`src/predecIsaPkg.sv`:
```
package predecIsaPkg;

  // ==================================================
  // class vector bit positions
  // ==================================================
  typedef enum logic [3:0] {
    clsIndir  = 4'd0,
    clsJump   = 4'd1,
    clsAlu    = 4'd2,
    clsShift  = 4'd3,
    clsMul    = 4'd4,
    clsLoad   = 4'd5,
    clsStore  = 4'd6,
    clsStore2 = 4'd7,
    clsSys    = 4'd8,
    clsFlag   = 4'd9
  } iclassE;

  localparam int classBits = 10;

  typedef logic [classBits-1:0] classVec; // indexed by iclassE

  // ==================================================
  // main opcodes with a single fixed value
  // ==================================================
  typedef enum logic [7:0] {
    opSelfTestJ0 = 8'd178,
    opSelfTestJ1 = 8'd179,
    opLongJ      = 8'd180, // long conditional jump
    opJump       = 8'd181, // unconditional
    opIndir      = 8'd182, // indirect, call, return by sub-code
    opMov        = 8'd183,
    opCSet       = 8'd194,
    opAddNoFl0   = 8'd195,
    opAddNoFl1   = 8'd196,
    opLeaIp      = 8'd197,
    opCmov       = 8'd198,
    opShlAdd0    = 8'd210,
    opShlAdd1    = 8'd211,
    opSys        = 8'hFF
  } mainOpE;

endpackage
```
`src/predecGeomPkg.sv`:
```
package predecGeomPkg;

  localparam int parcelBits  = 16;
  localparam int parcelCount = 16;
  localparam int instrSlots  = 12;
  localparam int jumpSlots   = 4;

  // five parcels starting at the slot's parcel
  localparam int instrBits = 80;
  localparam int magicBits = 4;
  localparam int offBits   = 4;

  typedef logic [parcelCount-1:0] parcelMask; // one bit per parcel

  // one decoded instruction slot
  typedef struct packed {
    logic [instrBits-1:0]  instr;
    logic [magicBits-1:0]  magic; // end bits from the start parcel on
    logic [offBits-1:0]    off;   // start parcel number
    predecIsaPkg::classVec cls;
  } slotRec;

endpackage

```
`src/parcelBus.sv`:
```
`timescale 1ns/1ps

// per-parcel decode results, broadcast to both slot selectors
interface parcelBus;
  import predecGeomPkg::*;
  import predecIsaPkg::*;

  logic [instrBits-1:0] window [parcelCount]; // instruction window
  logic [magicBits-1:0] magic [parcelCount];
  classVec              cls [parcelCount];

  modport front (
    output window,
    output magic,
    output cls
  );

  modport select (
    input window,
    input magic,
    input cls
  );

endinterface

```
`src/parcelFront.sv`:
```
`timescale 1ns/1ps

module parcelFront (
  input  logic                              clk,
  input  logic                              rst,
  input  logic [255:0]                      bundle,
  input  logic [16:0]                       btail,
  input  logic [14:0]                       flagBits,
  input  logic [predecGeomPkg::offBits-1:0] startOff,
  input  logic                              overflow, // registered slot overflow
  parcelBus.front                           bus,
  output predecGeomPkg::parcelMask          startPick,
  output predecGeomPkg::parcelMask          jumpPick,
  output logic                              isAvx,
  output logic                              badStart
);
  import predecGeomPkg::*;
  import predecIsaPkg::*;

  localparam int dataBits = parcelCount * parcelBits + instrBits - parcelBits;

  logic [dataBits-1:0]              data;
  logic [parcelCount+magicBits-2:0] endExt;
  parcelMask                        endBits;
  parcelMask                        startBits;
  parcelMask                        offMask;
  parcelMask                        jumpBits;
  parcelMask                        flags;
  classVec                          clsAll [parcelCount];
  logic                             badStartQ;

  // ==================================================
  // bundle fields
  // ==================================================
  assign endBits   = {btail[16], bundle[254:240]};
  assign endExt    = {{(magicBits - 1){1'b0}}, endBits};
  assign data      = {{(dataBits - 256){1'b0}}, btail[15:0], bundle[239:0]};
  assign flags     = {btail[16], flagBits};
  assign startBits = {endBits[parcelCount-2:0], 1'b1}; // parcel 0 always starts

  for (genvar k = 0; k < parcelCount; k++) begin : gClass
    parcelClassifier classifier (
      .instr    (data[k*parcelBits +: 32]),
      .longForm (~endBits[k]),
      .flag     (flags[k]),
      .cls      (clsAll[k])
    );
  end

  always_comb begin
    for (int k = 0; k < parcelCount; k++) begin
      bus.window[k] = data[k*parcelBits +: instrBits];
      bus.magic[k]  = endExt[k +: magicBits];
      bus.cls[k]    = clsAll[k];
      offMask[k]    = offBits'(k) >= startOff;
      jumpBits[k]   = clsAll[k][clsJump];
    end
  end

  assign startPick = startBits & offMask;
  assign jumpPick  = startPick & jumpBits;

  // kept in step with the slot registers
  always_ff @(posedge clk) begin
    if (rst) begin
      isAvx     <= 1'b0;
      badStartQ <= 1'b0;
    end else begin
      isAvx     <= bundle[255];
      badStartQ <= startOff == offBits'(parcelCount - 1);
    end
  end

  assign badStart = badStartQ | overflow; // drives the top-level error
endmodule

```
`src/parcelClassifier.sv`:
```
`timescale 1ns/1ps

module parcelClassifier (
  input  logic [31:0]           instr,
  input  logic                  longForm, // own end bit clear
  input  logic                  flag,
  output predecIsaPkg::classVec cls
);
  import predecIsaPkg::*;

  logic [7:0] op;
  logic [2:0] indSub;
  logic       condBr;
  logic       basicArith;
  logic       memRange;
  logic       isSys;
  logic       sysJump;
  logic       indirRet;
  logic       callSub;
  logic       aluTerm;

  assign op     = instr[7:0];
  assign indSub = instr[15:13];

  // ==================================================
  // opcode groups
  // ==================================================
  assign condBr     = op[7:4] == 4'hA;        // 160..175
  assign basicArith = op < 8'd40;             // alu when bit 2 clear, mul when set
  assign memRange   = op inside {[60:159], [176:177]};
  assign isSys      = op == opSys;
  assign sysJump    = isSys && !instr[15] && !instr[13];

  assign indirRet = op == opIndir && (indSub == 3'd0 || indSub == 3'd3);
  assign callSub  = op == opIndir && (indSub == 3'd1 || indSub == 3'd2); // call stores the link

  assign aluTerm = (basicArith && !op[2]) ||
                   op inside {[46:49], [52:53]} ||                // compare / test
                   condBr ||
                   op inside {opSelfTestJ0, opSelfTestJ1} ||
                   op inside {opMov, [184:191], [192:193]} ||     // mov and extend
                   op inside {opCSet, opAddNoFl0, opAddNoFl1, opLeaIp} ||
                   op inside {opShlAdd0, opShlAdd1} ||
                   (op == opCmov && instr[31:29] == 3'd0);

  // ==================================================
  // class vector
  // ==================================================
  always_comb begin
    cls = '0;
    cls[clsJump] = longForm && (condBr || sysJump ||
                   op inside {opSelfTestJ0, opSelfTestJ1, opLongJ, opJump, opIndir});
    cls[clsIndir]  = longForm && (indirRet || sysJump);
    cls[clsAlu]    = longForm && aluTerm;
    cls[clsShift]  = longForm && op inside {[40:45]};
    cls[clsMul]    = longForm && ((basicArith && op[2]) || sysJump);
    cls[clsLoad]   = longForm && ((memRange && !op[0]) || op inside {54, 55, 176, 177});
    cls[clsStore]  = longForm && ((memRange && op[0]) || callSub);
    cls[clsStore2] = longForm && op inside {[112:159]} && op[0]; // indexed store
    cls[clsSys]    = longForm && isSys;
    cls[clsFlag]   = flag;   // short parcels keep only this
  end

endmodule

```
`src/flat_wrapper.sv`:
```
// flat-port wrapper written by rule: the top's interface ports become plain ports
module parcelFront_flat import predecGeomPkg::*; import predecIsaPkg::*;
  (clk, rst, bundle, btail, flagBits, startOff, overflow, startPick, jumpPick, isAvx, badStart, bus_window, bus_magic, bus_cls);
  parcelBus bus_i ();
  input  logic clk;
  input  logic rst;
  input  logic [255:0] bundle;
  input  logic [16:0] btail;
  input  logic [14:0] flagBits;
  input  logic [predecGeomPkg::offBits-1:0] startOff;
  input  logic overflow;
  output predecGeomPkg::parcelMask startPick;
  output predecGeomPkg::parcelMask jumpPick;
  output logic isAvx;
  output logic badStart;
  output wire logic [$bits(bus_i.window)-1:0] bus_window;
  output wire logic [$bits(bus_i.magic)-1:0] bus_magic;
  output wire logic [$bits(bus_i.cls)-1:0] bus_cls;
  assign bus_window = {>>{bus_i.window}};
  assign bus_magic = {>>{bus_i.magic}};
  assign bus_cls = {>>{bus_i.cls}};
  parcelFront u_core (.clk(clk), .rst(rst), .bundle(bundle), .btail(btail), .flagBits(flagBits), .startOff(startOff), .overflow(overflow), .bus(bus_i), .startPick(startPick), .jumpPick(jumpPick), .isAvx(isAvx), .badStart(badStart));
endmodule
```
`config.mk`:
```
export PLATFORM = sky130hd
export DESIGN_NAME = parcelFront_flat
export DESIGN_NICKNAME = d
export VERILOG_FILES = /design/src/predecIsaPkg.sv /design/src/predecGeomPkg.sv /design/src/parcelBus.sv /design/src/parcelFront.sv /design/src/parcelClassifier.sv /design/src/flat_wrapper.sv
export SDC_FILE = /design/constraint.sdc
export NUM_CORES = 1
export LEC_CHECK = 0
export BUFFER_PORTS_ARGS = -buffer_cell sky130_fd_sc_hd__buf_4
export CORE_AREA = 2 2 723 725
export DETAILED_ROUTE_END_ITERATION = 8
export DIE_AREA = 0 0 725 727
export PLACE_DENSITY_LB_ADDON = 0.25
export SLEW_MARGIN = 40
export SYNTH_ARGS = -nofsm -noshare
export SYNTH_HDL_FRONTEND = slang
export SYNTH_HIERARCHICAL = 1
export SYNTH_SLANG_ARGS = --single-unit
```
`constraint.sdc`:
```
create_clock -name clk -period 3.1 [get_ports clk]
set_clock_uncertainty 0.1 [all_clocks]
set_input_delay 0.155 -clock clk [delete_from_list [all_inputs] [get_ports clk]]
set_output_delay 0.155 -clock clk [all_outputs]
set_load 0.01 [all_outputs]
```
==> results of run 1 <==
kinds of logic (layout without fill, tap and decap cells):
| group | after synthesis | in the layout | synth area share |
|---|---|---|---|
| buffers and inverters | 1509 | 1275 | 0.635 |
| and+or+nand+nor | 611 | 611 | 0.209 |
| AOI/OAI and AO/OA | 331 | 331 | 0.146 |
| xor gates and xnor gates | 16 | 16 | 0.00811 |
| DFF | 2 | 2 | 0.00232 |
| other | 1 | 207 | 0.000217 |
area by class of cell:
type	count	share of cell area
Timing Repair Buffer	1240	0.369
Tap cell	6942	0.344
Multi-Input combinational cell	1127	0.274
Inverter	32	0.00476
Antenna cell	38	0.00377
Clock buffer	3	0.00297
Sequential cell	2	0.00159
power groups by stage:
stage	clock [uW]	sequential, uW	combinational [uW]
3_3_place_gp	0	27.4	3550
5_1_grt	200	27.2	3630
3_5_place_dp	0	27.5	3530
2_1_floorplan	0	27.7	2480
4_1_cts	195	27.1	3540
6_report	192	27.2	3380
stage by stage:
step / area (sq um) / setup slack [ns] / utilization / hold WS (ns)
finish: 25200 / 0.897 / 0.0486 / 0.0111
global route: 25200 / 0.583 / 0.0485 / 0.0203
CTS: 25200 / 0.649 / 0.0484 / 0.00862
detailed placement: 25100 / 0.650 / 0.0483 / 0.210
global placement: 25100 / 0.586 / 0.0483 / 0.210
floorplan: 17900 / 1.49 / - / 0.127
registers in the layout, indices dropped and copies added, names as in the netlist:
signal	count
u_core/isAvx	1
u_core/badStartQ	1
layout by cell type (no fill, tap or decap), types with 19 or more instances in the layout:
cell type / synthesis / final
conb_1: 1 / 169
diode_2: 0 / 38
o32ai_1: 32 / 32
a31oi_1: 32 / 32
inv_1: 32 / 32
buf_4: 1361 / 1239
and2_1: 23 / 23
nor3b_1: 19 / 19
nand3_1: 66 / 66
a21oi_1: 51 / 51
nor2_1: 82 / 82
nand2_1: 99 / 99
and3_1: 22 / 22
o22a_1: 32 / 32
nor3_1: 66 / 66
nand2b_1: 32 / 32
nor4_1: 32 / 30
and4b_1: 19 / 19
a21boi_1: 32 / 31
nor2b_1: 66 / 66
routing by layer:
| layer | wire (um) | up-vias | global-route usage |
|---|---|---|---|
| li1 | - | 6737 | - |
| met3 | 26400 | 148 | 0.0372 |
| met4 | 4880 | 8 | 0.0130 |
| met2 | 88300 | 1392 | 0.112 |
| met1 | 77200 | 7892 | 0.0821 |
| met5 | 193 | - | 0.00263 |
worst paths after layout:
path	from	to	slack, ns	cells past startpoint
worst max-delay path	bundle[131]	jumpPick[8]	0.90	7
worst min-delay path	rst	u_core/badStartQ	0.01	2
==> Flow_metrics.wiki, run 1 <==
{| class="wikitable"
! Metric !! Value
|-
| Floorplan die width || 725 um
|-
| Slew at the pin closest to its max-slew limit || 0.836 ns
|-
| Max Freq || 454 MHz
|-
| Dpl hpwl || 176 mm
|-
| Static leakage || 0.00875 uW
|-
| Proportion of power drawn by flip-flops and latches || 0.008
|-
| Library cell appearing most often on the critical path || buf_4
|-
| Number of hold violations in the final report || 0
|-
| Nets@finish || 2701
|-
| Final clock period utilization by the worst path || 0.711
|-
| Run status || finished, final reports clean
|-
| TritonCTS sink count || 2
|-
| Final routed wire length divided by cell count || 21.0 um
|-
| Area of the multi-input gates || 0.00692 sq mm
|-
| Row count || 265
|-
| Startpoint type of the worst setup path || input pin
|-
| Worst-path fanout max || 15
|-
| Filler Cells Inserted || 61916
|-
| CTS root buf || clkbuf_16
|-
| Type of the worst min-delay path || input pin to flop
|-
| Area grow syn2layout || 46.1%
|-
| IO Count || 1833
|-
| Clock power share || 0.053
|-
| First-pass DRT Iterations || 6
|-
| Antenna-violating nets left || 0
|-
| Longest individual stage delay on the worst path || 0.48 ns
|-
| Critical Setup Path Class || input pin to output port
|-
| Critical path buffer and inverter count || 2
|-
| Global Route Usage Sum || 0.0696
|-
| Global-route wire length before repair || 229 mm
|-
| Number of hold buffers added after cts || 0
|-
| Cells traversed along the worst timing path || buf_4 -> nand4_1 -> nor2_1 -> nand3_1 -> a21boi_1 -> and3_1 -> buf_4
|-
| Int Power || 1360 uW
|-
| Count of max-cap constraint violations || 0
|-
| Largest area contributor in the synthesized netlist || buf_4
|-
| CTS Buf Count || 3
|-
| Required time of the worst setup path || 2.84 ns
|-
| Total Wirelength || 197 mm
|-
| Placer congestion estimate || 0.708
|-
| TNS Setup || 0 ns
|-
| Syn Std Cell Area || 0.0173 sq mm
|-
| FF+latch count, synth || 2
|-
| Cell with the most instances after synthesis || buf_4
|-
| Avg Inst Size Synth || 7.00 sq um
|-
| Via total after detailed routing || 16177
|-
| Final number of setup-violating endpoints || 0
|-
| Die Footprint || 0.527 sq mm
|-
| Combinational Power Share || 0.939
|-
| DRC violations left || 0
|-
| Via density || 1.72
|-
| Die outline height || 727 um
|-
| Switching share of power || 0.622
|-
| IR drop worst, VDD || 120 uV
|-
| Area share of the largest cell type after synthesis || 0.591
|-
| Resize count post-CTS || 0
|-
| Max Transition Viols Final || 0
|-
| Shortest clock period the worst path allows after layout || 2.20 ns
|-
| Synth async-reset ratio || 0
|-
| Crit path max-delay family || simple AND/OR/NAND/NOR gates
|-
| Worst-path clk slew || 0.03 ns
|-
| Proportion of synthesized chip area in sequential cells || 0.00232
|-
| Total number of yosys warnings || 6
|-
| Cell Count Post-Placement || 9343
|-
| Setup crit end kind || output port
|-
| Net Switching || 2240 uW
|-
| Initial detailed-routing violation count || 1285
|-
| Floorplan Core Area || 0.519 sq mm
|-
| Ranking of synthesized cells by instance count || buf_4, nand2_1, nor2_1
|-
| Via count of the first global-routing pass || 14535
|-
| Cell Pwr Density || 143 mW/mm^2
|-
| Largest net degree at the start of global routing || 21
|-
| Overflow left after global routing || 0
|-
| Most area-consuming cells after synthesis || buf_4, nor2b_1, nand2_1
|-
| Setup repair after global routing missed its margin || false
|-
| Number of H-tree levels || 1
|-
| Final cell count without fillers || 9384
|-
| Share of final-layout standard cells stronger than drive strength 1 || 0.547
|-
| Number of antenna violations at the first check in global routing || 49
|-
| CP Data Arrival Time || 1.95 ns
|-
| Count of flip-flops with a built-in enable after synthesis || 0
|-
| Ys flop type || dfxtp_1
|-
| Footprint of the flip-flops and latches || 40.0 sq um
|-
| Count of input and output buffers || 1206
|-
| Buffer count from post-CTS setup fixing || 0
|-
| Cell with the largest stage delay on the worst path || a21boi_1
|-
| Maximum buffer depth of the clock tree || 2
|-
| TritonCTS clock tree || yes
|-
| Worst max-slew margin expressed relative to the limit || 0.443
|-
| Tot Pwr || 3600 uW
|-
| Initial cell density of the core || 0.0333
|-
| Unique cell type count in the Yosys netlist || 47
|-
| Instance count of the mapped netlist || 2470
|}
Note: power is estimated with default switching activity, not from simulation.
==> inputs of run 2 (changes only) <==
Settings changed: CORE_AREA 2 2 723 725 to 2 2 707 709, DIE_AREA 0 0 725 727 to 0 0 709 711.
Clock period 3.1 ns to 1.9 ns, I/O delays scaled along.
==> run 2 against run 1 <==
Die area shrank 4.4%. Total power grew 74%. Sequential share of layout area is essentially flat. Worst hold slack gained 0.042 ns. Clock power grew 64%. Via count grew 4.2%. Global-route usage grew 0.32 points. Count of clock-buffer cells in the layout is the same. Final cell count shrank 0.88%. Core utilization grew 0.53 points. First-iteration DRC count shrank 4.7%. Critical path type unchanged. Critical endpoint is now bus_cls[0].
==> Flow_metrics.wiki, run 2 (synthesis gave the netlist of run 1 again) <==
{| class="wikitable"
! Metric !! Value
|-
| Run status || finished, final reports clean
|-
| Number of antenna violations at the first check in global routing || 41 (-16%)
|-
| Final routed wire length divided by cell count || 21.1 um (+0.72%)
|-
| Largest net degree at the start of global routing || 19 (-9.5%)
|-
| Area grow syn2layout || 54.9%
|-
| Required time of the worst setup path || 1.70 ns (-1.14 ns)
|-
| First-pass DRT Iterations || 5 (-1)
|-
| Startpoint type of the worst setup path || input pin
|-
| Cell with the largest stage delay on the worst path || or4_4
|-
| Shortest clock period the worst path allows after layout || 1.85 ns
|-
| Global Route Usage Sum || 0.0728 (+0.00320)
|-
| Number of H-tree levels || 1 (unchanged)
|-
| CTS root buf || clkbuf_16
|-
| Commonest non-fill, non-tap cells in the layout || buf_4, conb_1, nand2_1, nor2_1
|-
| Setup crit end kind || output port
|-
| Via density || 1.81 (+5.1%)
|-
| Count of max-cap constraint violations || 0 (unchanged)
|-
| Final number of setup-violating endpoints || 0 (unchanged)
|-
| Die outline height || 711 um (-2.2%)
|-
| Critical path buffer and inverter count || 2 (unchanged)
|-
| Initial detailed-routing violation count || 1224 (-4.7%)
|-
| Via total after detailed routing || 16856 (+4.2%)
|-
| Nets@finish || 2919 (+8.1%)
|-
| Setup repair after global routing missed its margin || false
|-
| Critical Setup Path Class || input pin to output port
|-
| Crit path max-delay family || simple AND/OR/NAND/NOR gates
|-
| Tot Pwr || 6250 uW (+74%)
|-
| Longest individual stage delay on the worst path || 0.53 ns (+0.05 ns)
|-
| IR drop worst, VDD || 163 uV (+37%)
|-
| Overflow left after global routing || 0 (unchanged)
|-
| Global-route wire length before repair || 230 mm (+0.49%)
|-
| Largest registers in the final layout || u_core/badStartQ (1), u_core/isAvx (1)
|-
| Count of input and output buffers || 1206 (unchanged)
|-
| Worst slack at placement || -0.578 ns (-1.23 ns)
|-
| Slew at the pin closest to its max-slew limit || 0.642 ns (-0.194 ns)
|-
| Worst-path clk slew || 0.03 ns (about the same)
|-
| CP Data Arrival Time || 1.65 ns (-0.30 ns)
|-
| Worst-path fanout max || 2 (-13)
|-
| Worst max-slew margin expressed relative to the limit || 0.569 (+0.126)
|-
| Final clock period utilization by the worst path || 0.972
|-
| Max Freq || 542 MHz
|-
| DRC violations left || 0 (unchanged)
|-
| Floorplan Core Area || 0.496 sq mm (-4.4%)
|-
| Filler Cells Inserted || 58945 (-4.8%)
|-
| Antenna-violating nets left || 0 (unchanged)
|-
| CTS Buf Count || 3 (unchanged)
|-
| TritonCTS sink count || 2 (unchanged)
|-
| Cells traversed along the worst timing path || buf_8 -> nand4bb_4 -> or4_4 -> or2_4 -> a21boi_4 -> buf_6
|-
| Die Footprint || 0.504 sq mm (-4.4%)
|-
| Static leakage || 0.00989 uW (+13%)
|-
| Via count of the first global-routing pass || 15422 (+6.1%)
|-
| Number of hold violations in the final report || 0 (unchanged)
|-
| Type of the worst min-delay path || input pin to flop
|-
| Initial cell density of the core || 0.0348 (+0.00155)
|-
| Maximum buffer depth of the clock tree || 2 (unchanged)
|-
| Share of the core filled with cells || 0.0539 (+0.00532)
|-
| Leading cell type in the layout, fill and taps excluded || buf_4
|-
| IO Count || 1833 (unchanged)
|-
| Share of final-layout standard cells stronger than drive strength 1 || 0.587 (+0.0404)
|-
| Cell Pwr Density || 234 mW/mm^2 (+64%)
|-
| Worst path setup slack after routing || 0.0535 ns (-0.844 ns)
|-
| Row count || 259 (-2.3%)
|-
| Floorplan die width || 709 um (-2.2%)
|-
| Total Wirelength || 197 mm (-0.18%)
|-
| Max Transition Viols Final || 0 (unchanged)
|-
| Placer congestion estimate || 0.758 (+7.0%)
|-
| TritonCTS clock tree || yes
|-
| Dpl hpwl || 181 mm (+2.9%)
|}
[run 2: cell count changes in the layout (fill, tap and decap cells not counted), sizes merged]
cell / before / now
buf: 1240 / 1457
diode: 38 / 24
dlygate4sd3: 0 / 1
[run 2: report_power, final]
| part | internal, uW | total (uW) | leakage [uW] | switching, uW |
|---|---|---|---|---|
| Sequential | 43.8 | 44.3 | 0.0000164 | 0.430 |
| Clock | 268 | 314 | 0.0000371 | 46.7 |
| Combinational | 2220 | 5890 | 0.00984 | 3670 |
| Total | 2540 | 6250 | 0.00989 | 3720 |
[run 2: area by class of cell]
class                           count  area (sq um)  area share
Antenna cell                       24          60.1     0.00224
Timing Repair Buffer             1458         11100       0.416
Tap cell                         6655          8330       0.311
Clock buffer                        3          75.1     0.00281
Sequential cell                     2          40.0     0.00150
Multi-Input combinational cell   1127          7010       0.262
Inverter                           32           120     0.00449
[run 2: layer usage]
| layer | GRT usage | vias up | part of all wire |
|---|---|---|---|
| li1 | - | 7143 | - |
| met1 | 0.0851 | 8138 | 0.39 |
| met2 | 0.121 | 1439 | 0.46 |
| met3 | 0.0363 | 129 | 0.13 |
| met4 | 0.0109 | 7 | 0.020 |
| met5 | 0.00457 | - | 0.0014 |
[run 2: path summary, 6_finish.rpt]
path	startpoint	to	slack [ns]	cells after the start
hold / removal	bundle[255]	u_core/isAvx	0.05	2
setup / recovery	btail[15]	bus_cls[0]	0.05	6
[run 2: what timing repair did]
item / CTS / global route
endpoints found under the hold margin: 2 / 0
setup endpoints to repair: 5 / 10
setup buffers: 3 / 0
gates resized for setup: 25 / 9
pin swaps: 8 / 5
hold buffers: 1 / 0
[run 2: through the flow]
stage	TNS, ns	hold WS [ns]	std cells	area, sq um
after CTS	-0.258	0.0449	9277	26700
after floorplan	0	0.0666	2638	17900
after global placement	-3.72	0.0901	9269	26400
after detailed placement	-1.32	0.0901	9271	26500
final	0	0.0529	9301	26800
after global routing	0	0.0641	9279	26700
